[src/hw/alu_pkg.sv]
package alu_pkg;

    localparam int slice_width = 4;
    localparam int slice_count = 2;
    localparam int word_width  = slice_width * slice_count;

    // raw control words, bits that the operation ignores are left at zero
    typedef enum logic [4:0] {
        ADD   = 5'b00000, // becomes add-with-carry once carry_in is set
        SUB   = 5'b11000, // carry_out high means no borrow
        XOR   = 5'b00100,
        XNOR  = 5'b01100,
        COMP  = 5'b01000, // A-B-1 so carry_out means A>B and all ones means A==B
        AND   = 5'b00101,
        OR    = 5'b00110,
        RSHFT = 5'b00111  // B moves right by one and carry_in fills the MSB
    } alu_cmd_e;

    // field view of the same five bits
    typedef struct packed {
        logic       carry_in;      // carry into bit 0, or the shift-in bit
        logic       b_inv;         // invert the second operand
        logic       carry_disable; // mask carries so sel 00 gives a plain xor
        logic [1:0] sel;           // 00 sum or xor, 01 and, 10 or, 11 shift
    } alu_ctrl_t;

    typedef union packed {
        alu_cmd_e  cmd;
        alu_ctrl_t ctrl;
    } alu_ctrl_u;

    typedef struct packed {
        logic [slice_width-1:0] d1;
        logic [slice_width-1:0] d2;
        alu_ctrl_u              ctrl;
    } slice_args_t;

    typedef struct packed {
        logic                   carry_out;
        logic [slice_width-1:0] res;
    } slice_ret_t;

endpackage

[src/hw/alu_slice_if.sv]
interface alu_slice_if;

    alu_pkg::slice_args_t args; // operand nibbles and the control word for this slice
    alu_pkg::slice_ret_t  ret;  // result nibble and carry coming back

    // the word level drives the operands and control of each slice
    modport master (
        output args,
        input  ret
    );

    // the slice reads its arguments and answers with its result
    modport slice (
        input  args,
        output ret
    );

endinterface

[src/hw/full_adder.sv]
module full_adder (
    input  logic               d1,
    input  logic               d2,
    input  logic               carry_in,
    input  logic               direct_in,
    input  alu_pkg::alu_ctrl_u ctrl,
    output logic               res,
    output logic               gen,
    output logic               prop,
    output logic               d2_inv
);

    logic carry_eff;

    assign d2_inv = d2 ^ ctrl.ctrl.b_inv; // becomes ~B for SUB, COMP and XNOR

    assign gen  = d1 & d2_inv;
    assign prop = d1 ^ d2_inv;

    // logic operations run with carry_disable set, which leaves the bare xor of the operands
    assign carry_eff = carry_in & ~ctrl.ctrl.carry_disable;

    always_comb begin
        case (ctrl.ctrl.sel)
            2'b00:   res = prop ^ carry_eff; // sum, or xor and xnor with the carry masked
            2'b01:   res = d1 & d2_inv;
            2'b10:   res = d1 | d2_inv;
            default: res = direct_in;        // bit shifted in from the cell above
        endcase
    end

endmodule

[src/hw/carry_gen.sv]
module carry_gen (
    input  logic       carry_in,
    input  logic [3:0] gen,
    input  logic [3:0] prop,
    output logic [3:1] carry,
    output logic       carry_out
);

    // each carry is a flat sum of products over all lower bits, so nothing ripples

    assign carry[1] = gen[0]
                    | (prop[0] & carry_in);

    assign carry[2] = gen[1]
                    | (prop[1] & gen[0])
                    | (prop[1] & prop[0] & carry_in);

    assign carry[3] = gen[2]
                    | (prop[2] & gen[1])
                    | (prop[2] & prop[1] & gen[0])
                    | (prop[2] & prop[1] & prop[0] & carry_in);

    assign carry_out = gen[3]
                     | (prop[3] & gen[2])
                     | (prop[3] & prop[2] & gen[1])
                     | (prop[3] & prop[2] & prop[1] & gen[0])
                     | (prop[3] & prop[2] & prop[1] & prop[0] & carry_in);

endmodule

[src/hw/alu_slice.sv]
module alu_slice (
    alu_slice_if.slice bus
);

    logic [alu_pkg::slice_width-1:0] gen;
    logic [alu_pkg::slice_width-1:0] prop;
    logic [alu_pkg::slice_width-1:0] carry;
    logic [alu_pkg::slice_width:0]   d2_inv;    // top bit is the shift-in from outside
    logic [alu_pkg::slice_width-1:0] res_bits;
    logic                            carry_in;
    logic                            carry_out;

    assign carry_in = bus.args.ctrl.ctrl.carry_in;

    assign carry[0] = carry_in;
    assign d2_inv[alu_pkg::slice_width] = carry_in; // for RSHFT the carry bit is the new MSB

    carry_gen u_carry_gen (
        .carry_in  (carry_in),
        .gen       (gen),
        .prop      (prop),
        .carry     (carry[alu_pkg::slice_width-1:1]),
        .carry_out (carry_out)
    );

    // the direct input of each cell is the possibly inverted B of the cell above it
    for (genvar i = 0; i < alu_pkg::slice_width; i++) begin : g_bit
        full_adder u_bit (
            .d1        (bus.args.d1[i]),
            .d2        (bus.args.d2[i]),
            .carry_in  (carry[i]),
            .direct_in (d2_inv[i+1]),
            .ctrl      (bus.args.ctrl),
            .res       (res_bits[i]),
            .gen       (gen[i]),
            .prop      (prop[i]),
            .d2_inv    (d2_inv[i])
        );
    end

    assign bus.ret = '{carry_out: carry_out, res: res_bits};

endmodule

[src/hw/alu_word.sv]
module alu_word (
    input  alu_pkg::alu_ctrl_u              cmd,
    input  logic [alu_pkg::word_width-1:0]  d1,
    input  logic [alu_pkg::word_width-1:0]  d2,
    output logic [alu_pkg::word_width-1:0]  res,
    output logic                            carry_out,
    output logic                            all_ones
);

    alu_slice_if lo_bus ();
    alu_slice_if hi_bus ();

    alu_pkg::alu_ctrl_u lo_ctrl;
    alu_pkg::alu_ctrl_u hi_ctrl;
    logic               shift_op;
    logic               lo_ones;
    logic               hi_ones;

    assign shift_op = (cmd.ctrl.sel == 2'b11);

    // on a shift the low slice takes bit 0 of the high nibble as its shift-in
    always_comb begin
        lo_ctrl = cmd;
        if (shift_op) begin
            lo_ctrl.ctrl.carry_in = d2[alu_pkg::slice_width];
        end
    end

    // arithmetic carry moves up from the low slice, logic ops mask it anyway
    always_comb begin
        hi_ctrl = cmd;
        if (!shift_op) begin
            hi_ctrl.ctrl.carry_in = lo_bus.ret.carry_out;
        end
    end

    assign lo_bus.args = '{
        d1:   d1[alu_pkg::slice_width-1:0],
        d2:   d2[alu_pkg::slice_width-1:0],
        ctrl: lo_ctrl
    };

    assign hi_bus.args = '{
        d1:   d1[alu_pkg::word_width-1:alu_pkg::slice_width],
        d2:   d2[alu_pkg::word_width-1:alu_pkg::slice_width],
        ctrl: hi_ctrl
    };

    alu_slice u_lo_slice (
        .bus (lo_bus)
    );

    alu_slice u_hi_slice (
        .bus (hi_bus)
    );

    assign res       = {hi_bus.ret.res, lo_bus.ret.res};
    assign carry_out = hi_bus.ret.carry_out; // word carry comes from the top slice

    // after COMP an all-ones word means the operands were equal
    assign lo_ones  = &lo_bus.ret.res;
    assign hi_ones  = &hi_bus.ret.res;
    assign all_ones = lo_ones & hi_ones;

endmodule

[src/hw/alu_top.sv]
module alu_top (
    input  logic                           clk,
    input  logic                           rst,
    input  logic                           in_valid,
    input  logic [4:0]                     cmd,
    input  logic [alu_pkg::word_width-1:0] d1,
    input  logic [alu_pkg::word_width-1:0] d2,
    output logic                           out_valid,
    output logic [alu_pkg::word_width-1:0] res,
    output logic                           carry_out,
    output logic                           all_ones
);

    alu_pkg::alu_ctrl_u             cmd_word;
    logic [alu_pkg::word_width-1:0] alu_res;
    logic                           alu_carry_out;
    logic                           alu_all_ones;

    assign cmd_word = cmd; // raw control bits seen through the union

    alu_word u_alu_word (
        .cmd       (cmd_word),
        .d1        (d1),
        .d2        (d2),
        .res       (alu_res),
        .carry_out (alu_carry_out),
        .all_ones  (alu_all_ones)
    );

    always_ff @(posedge clk) begin
        if (rst) begin
            out_valid <= 1'b0;
            res       <= '0;
            carry_out <= 1'b0;
            all_ones  <= 1'b0;
        end else begin
            out_valid <= in_valid; // one-cycle pulse, one cycle after the request
            if (in_valid) begin
                res       <= alu_res; // outputs hold until the next valid operation
                carry_out <= alu_carry_out;
                all_ones  <= alu_all_ones;
            end
        end
    end

endmodule

[config.mk]
export PLATFORM = sky130hd
export DESIGN_NAME = alu_top
export DESIGN_NICKNAME = d
export VERILOG_FILES = /design/src/hw/alu_pkg.sv /design/src/hw/alu_slice_if.sv /design/src/hw/full_adder.sv /design/src/hw/carry_gen.sv /design/src/hw/alu_slice.sv /design/src/hw/alu_word.sv /design/src/hw/alu_top.sv
export SDC_FILE = /design/constraint.sdc
export NUM_CORES = 1
export LEC_CHECK = 0
export BUFFER_PORTS_ARGS = -buffer_cell sky130_fd_sc_hd__buf_2
export CORE_MARGIN = 5
export CORE_UTILIZATION = 27
export CTS_CLUSTER_SIZE = 10
export DETAILED_ROUTE_END_ITERATION = 8
export HOLD_SLACK_MARGIN = 0.06
export PLACE_DENSITY = 0.46
export SLEW_MARGIN = 20
export SYNTH_ARGS = -nofsm -noshare
export SYNTH_HDL_FRONTEND = slang
export SYNTH_SLANG_ARGS = --single-unit
[constraint.sdc]
create_clock -name clk -period 3.85 [get_ports clk]
set_input_delay 0.77 -clock clk [delete_from_list [all_inputs] [get_ports clk]]
set_output_delay 0.77 -clock clk [all_outputs]
set_load 0.03 [all_outputs]
==> After elaboration in Yosys (flattened, before gate mapping) <==
Index checks and enable logic that the tools add are counted.
{ "op_classes": {"n_eq_ne": 3, "muxes": 10, "bitwise": 102, "n_reduce_logical": 3} }
{ "ops": {"columns": ["op", "count"], "rows": [
  ["$and A1 B1 Y1", 49],
  ["$or A1 B1 Y1", 28],
  ["$pmux W1 S3", 8],
  ["$xor A1 B1 Y1", 24],
  ["$reduce_and A4 Y1", 2],
  ["$eq A2 B2 Y1 const B", 2],
  ["$eq A2 B1 Y1 const B", 1],
  ["$logic_not A2 Y1", 1],
  ["$mux W1", 2],
  ["$not A1 Y1", 1]
]} }
{ "word_totals": {"in_bits": 24, "register_bits": 11} }

==> Depth between registers and ports, before layout <==
{ "logic_depth": {"depth_word": 15, "depth_mapped": 11, "mapped_depth_nobuf": 10} }

==> By module <==
From an unflattened synthesis, not the netlist that was laid out.
{ "hier_totals": {"cells_unflattened": 132, "hier_area_um2": 1216.2} }
{ "modules_own_cells": {"columns": ["mod", "cells_per_inst", "area_per_inst_um2", "seq_area_each_um2", "n_inst"], "rows": [
  ["full_adder", 10, 87.6, 0.0, 8],
  ["alu_top", 34, 380.4, 220.2, 1],
  ["carry_gen", 5, 38.8, 0.0, 2],
  ["alu_word", 6, 42.5, 0.0, 1],
  ["alu_slice", 1, 7.5, 0.0, 2]
]} }

==> Worst setup path before layout <==
Ideal clock, no wire load.
{ "synth_timing": {"kind": "input to register", "start": "input cmd[3]", "end": "register all_ones", "arrival_ps": 2961, "setup_time_ps": 84, "slack_ps": 804, "path_stages": 10, "path_cell_list": "buf_6 xor2_1 inv_1 ha_1 xnor2_1 mux4_2 or4b_4 a211oi_2 o211ai_1 o31ai_2"} }
{ "synth_between": {"elab_chain_len": 15, "elab_cells_between_ends": 100, "cone_classes": "mux: 9; bitwise: 89; reduce/logical: 2"} }
{ "synth_rtl": {"columns": ["element", "line", "source"], "rows": [
  ["start: declaration", "alu_top.sv:5", "input logic [4:0] cmd,"],
  ["$xor A1 B1 Y1", "full_adder.sv:15", "assign d2_inv = d2 ^ ctrl.ctrl.b_inv;"],
  ["$xor A1 B1 Y1 / $and A1 B1 Y1 (equally long branches)", "full_adder.sv:18, full_adder.sv:17, full_adder.sv:26", null],
  ["$and A1 B1 Y1 (on tied branches)", null, null],
  ["$or A1 B1 Y1 (tied with other cells)", "carry_gen.sv:24", "| (prop[3] & gen[2])"],
  ["$or A1 B1 Y1 (tied with other cells)", "carry_gen.sv:25", "| (prop[3] & prop[2] & gen[1])"],
  ["$or A1 B1 Y1 / $and A1 B1 Y1 (equally long branches)", "carry_gen.sv:26, carry_gen.sv:27", null],
  ["$or A1 B1 Y1", "carry_gen.sv:27", "| (prop[3] & prop[2] & prop[1] & prop[0] & carry_in);"],
  ["$mux W1", "alu_word.sv:32", "if (!shift_op) begin"],
  ["$and A1 B1 Y1 (on tied branches)", "carry_gen.sv:12, carry_gen.sv:16, carry_gen.sv:21", null],
  ["$or A1 B1 Y1 (on tied branches)", "carry_gen.sv:12, carry_gen.sv:16, carry_gen.sv:21", null],
  ["$and A1 B1 Y1", "full_adder.sv:21", "assign carry_eff = carry_in & ~ctrl.ctrl.carry_disable;"],
  ["$xor A1 B1 Y1", "full_adder.sv:25", "2'b00: res = prop ^ carry_eff;"],
  ["$pmux W1 S3", "full_adder.sv:24", "case (ctrl.ctrl.sel)"],
  ["$reduce_and A4 Y1", "alu_word.sv:62", "assign hi_ones = &hi_bus.ret.res;"],
  ["$and A1 B1 Y1 (*)", "alu_word.sv:63", "assign all_ones = lo_ones & hi_ones;"],
  ["end signal: assignment", "alu_top.sv:41", "all_ones <= alu_all_ones;"],
  ["end: declaration", "alu_top.sv:11", "output logic all_ones"]
]} }
Mark *: on every way between the ends. The rest lies on a longest branch, timed or not.
A chain may end at the register's enable or synchronous reset.

==> Worst setup path in the final report <==
{ "layout_timing": {"start": "input cmd[3]", "end": "register res[7] (netlist name)"} }
{ "layout_between": {"elab_chain_len": 13, "elab_cells_between_ends": 48, "cone_classes": "mux: 2; bitwise: 46"} }
{ "layout_rtl": {"columns": ["element", "line", "source"], "rows": [
  ["$xor A1 B1 Y1", "full_adder.sv:15", null],
  ["$xor A1 B1 Y1 / $and A1 B1 Y1 (equally long branches)", "full_adder.sv:18, full_adder.sv:17", null],
  ["$and A1 B1 Y1 (on tied branches)", null, null],
  ["$or A1 B1 Y1 (tied with other cells)", "carry_gen.sv:24", null],
  ["$or A1 B1 Y1 (tied with other cells)", "carry_gen.sv:25", null],
  ["$or A1 B1 Y1 / $and A1 B1 Y1 (equally long branches)", "carry_gen.sv:26, carry_gen.sv:27", null],
  ["$or A1 B1 Y1", "carry_gen.sv:27", null],
  ["$mux W1", "alu_word.sv:32", null],
  ["$and A1 B1 Y1", "carry_gen.sv:21", "| (prop[2] & prop[1] & prop[0] & carry_in);"],
  ["$or A1 B1 Y1", "carry_gen.sv:21", null],
  ["$and A1 B1 Y1", "full_adder.sv:21", null],
  ["$xor A1 B1 Y1", "full_adder.sv:25", null],
  ["$pmux W1 S3 (*)", "full_adder.sv:24", null],
  ["end signal: assignment", "alu_top.sv:39", "res <= alu_res;"],
  ["end: declaration", "alu_top.sv:9", "output logic [alu_pkg::word_width-1:0] res,"]
]} }
Marked as above.

==> metrics.cfg <==
[synth]
seq_area_frac_synth_pct=16.7
synth-xor-area-share_pct=7.31
yosys_register_bits=11
synth_compound_area_share_pct=25.1
syn_avg_cell_area_sq_um=7.85
synthMuxAreaShare_pct=9.11
synth_nets=208
ys.flop_type=dfxtp_1
netlist_instances=168
synth_area_sq_um=1320
synth_edf_count=0
synth_fa_ha_area_share_pct=15.2
ys.warnings.count=0
synth_cell_type_count=46
synth-simple-area-share_pct=16.7
synth_top_family_by_area=compound AO/OA/AOI/OAI gates
async_reset_ff_share_pct=0

[routing]
dr.pass1.iters=4
drc=0
finalWirelength_mm=3.31
wl_per_cell_um=12.5
viasPerCell=4.72
vias=1250
antenna_left=0
drt_iter0_markers=34

[final_layout]
stdcell_area_sq_um=1580
final_common_cell=buf_2
fillers=532
seqCellArea_sq_um=220
layout.nets=239
diodes=0
multi_input_area_sq_um=968
syn_to_final_growth_pct=19.6
most-common-layout-cells=34 x buf_2, 24 x inv_1, 18 x nor2_1, 16 x ha_1, 11 x dfxtp_1
drive_above_1_share_pct=21.7

[cts]
post_cts_buffers=0
path_clk_slew_ps=50
cts_repair_resize_count=0
clk_latency_ps=230
cts_tree=yes
cts_made_buffers=3
htree_levels=1
clock_path_buffers=2
clkSinkCount=11
holdBufCountCts=0
cts_root_buf=clkbuf_8

[floorplan]
initial_utilization_pct=27.9
core_sq_um=4720
die_h_um=79.9
die_x_um=79.9
die-area_sq_um=6380
rows=25
ios=35

[placed_design]
gp_congestion=0.742
hpwl_mm=2.67
place_area_sq_um=1530
portBuffers=34

[grt]
grt_usage_pct=10.5
grt_max_degree=26
antenna_found_initial=0
overflow=0
grt_pass1_wl_mm=5.47
grt_pass1_vias=1161

[sta]
slew_headroom_pct=66.7
rsz0062_at_grt=no
finalCritPeriodShare_pct=81.2
max_slew.worst_pin.slew_ps=487
setup_violations=0
slew_violations=0
max_freq_mhz=320
fin_worst_skew_ps=0
hold_violations=0
final.min_clock_period_ps=3120
final.setup.tns_ps=0

[worst_hold_path]
worstHoldStart=res[6]
hp-class=flop to flop
min_path_cells=2
whs_endpoint=res[6]

[worst_setup_path]
r2r_slack_ps=3180
r2r_start=res[3]
crit_path_end_kind=flop
timing_worst_setup_path_type=input pin to flop
crit_required_ps=3960
r2r_cells=2
cp-start-kind=input pin
arrival_ps=3230
crit_fanout=8
timing.rr.end=res[3]

[power]
leakage_nw=0.759
peakVddDrop_v=0.0000887
power_mw=0.451
powerDensity_nw_per_um2=286

[outcome]
status=finished, final reports clean

[job]
max_cap_viol_count=0

per-layer routing:
layer	vias to the layer above	GRT usage (%)	part of all wire (%)
met4	0	3.72	0.36
met5	-	0	0
li1	661	-	-
met1	550	15.8	51
met2	37	15.4	43
met3	2	1.13	5.5
Yosys cell counts (all sizes together) (3+ instances only):
cell	n	share of area, %
nor2	18	5.1
nand2	6	1.7
a211oi	8	4.9
nor3	6	2.3
dfxtp	11	17
ha	16	15
buf	4	1.9
inv	24	6.8
a21oi	10	3.8
o211ai	3	1.7
a21o	3	1.7
xnor2	7	4.6
mux2i	6	4.6
xor2	4	2.7
clkbuf	4	1.1
power by group:
group	switching, mW	internal [mW]
combinational	0.125	0.0852
clock	0.0411	0.0725
sequential	0.00394	0.123
total	0.170	0.281
worst max path at each step:
stage | start | to | slack [ps] | depth (start not counted)
floorplan | cmd[3] | all_ones | 800 | 10
global route | cmd[3] | res[7] | 570 | 10
CTS | cmd[3] | res[7] | 730 | 11
finish | cmd[3] | res[7] | 730 | 11
detailed placement | cmd[3] | all_ones | 490 | 10
global placement | cmd[3] | all_ones | 530 | 10
cell type report:
cell class	count	share of cell area [%]
Clock buffer	4	2.85
Inverter	24	5.71
Multi-Input combinational cell	125	61.4
Sequential cell	11	14.0
Tap cell	67	5.31
Timing Repair Buffer	34	10.8
state kept, by name, summed over array words and instances, names as in the netlist:
register / flops
carry_out: 1
res: 8
out_valid: 1
all_ones: 1
worst max-delay path: stages:
cell and delay [ps]:
buf_2 180, xnor2_1 290, inv_1 80, ha_1 240, a221o_1 320, nor3_1 190, a2111oi_0 150, a211oi_1 400
nor4b_1 100, a311oi_1 370, a211oi_1 130
logic make-up after synthesis:
logic type               after synthesis
buffers and inverters                 32
flip-flops                            11
AO/OA/AOI/OAI                         45
multiplexers                           9
XOR/XNOR                              11
AND/OR/NAND/NOR                       44
adder cells (fa/ha/maj)               16
stage by stage:
stage	std cells	hold WS (ps)	util (%)	worst slack, ps
5_1_grt	265	502	33.4	570
2_1_floorplan	168	591	-	804
6_report	265	472	33.4	725
3_3_place_gp	261	455	32.5	527
4_1_cts	265	470	33.4	727
3_5_place_dp	261	462	32.5	493
No activity file was read; power rests on OpenSTA's default activity.
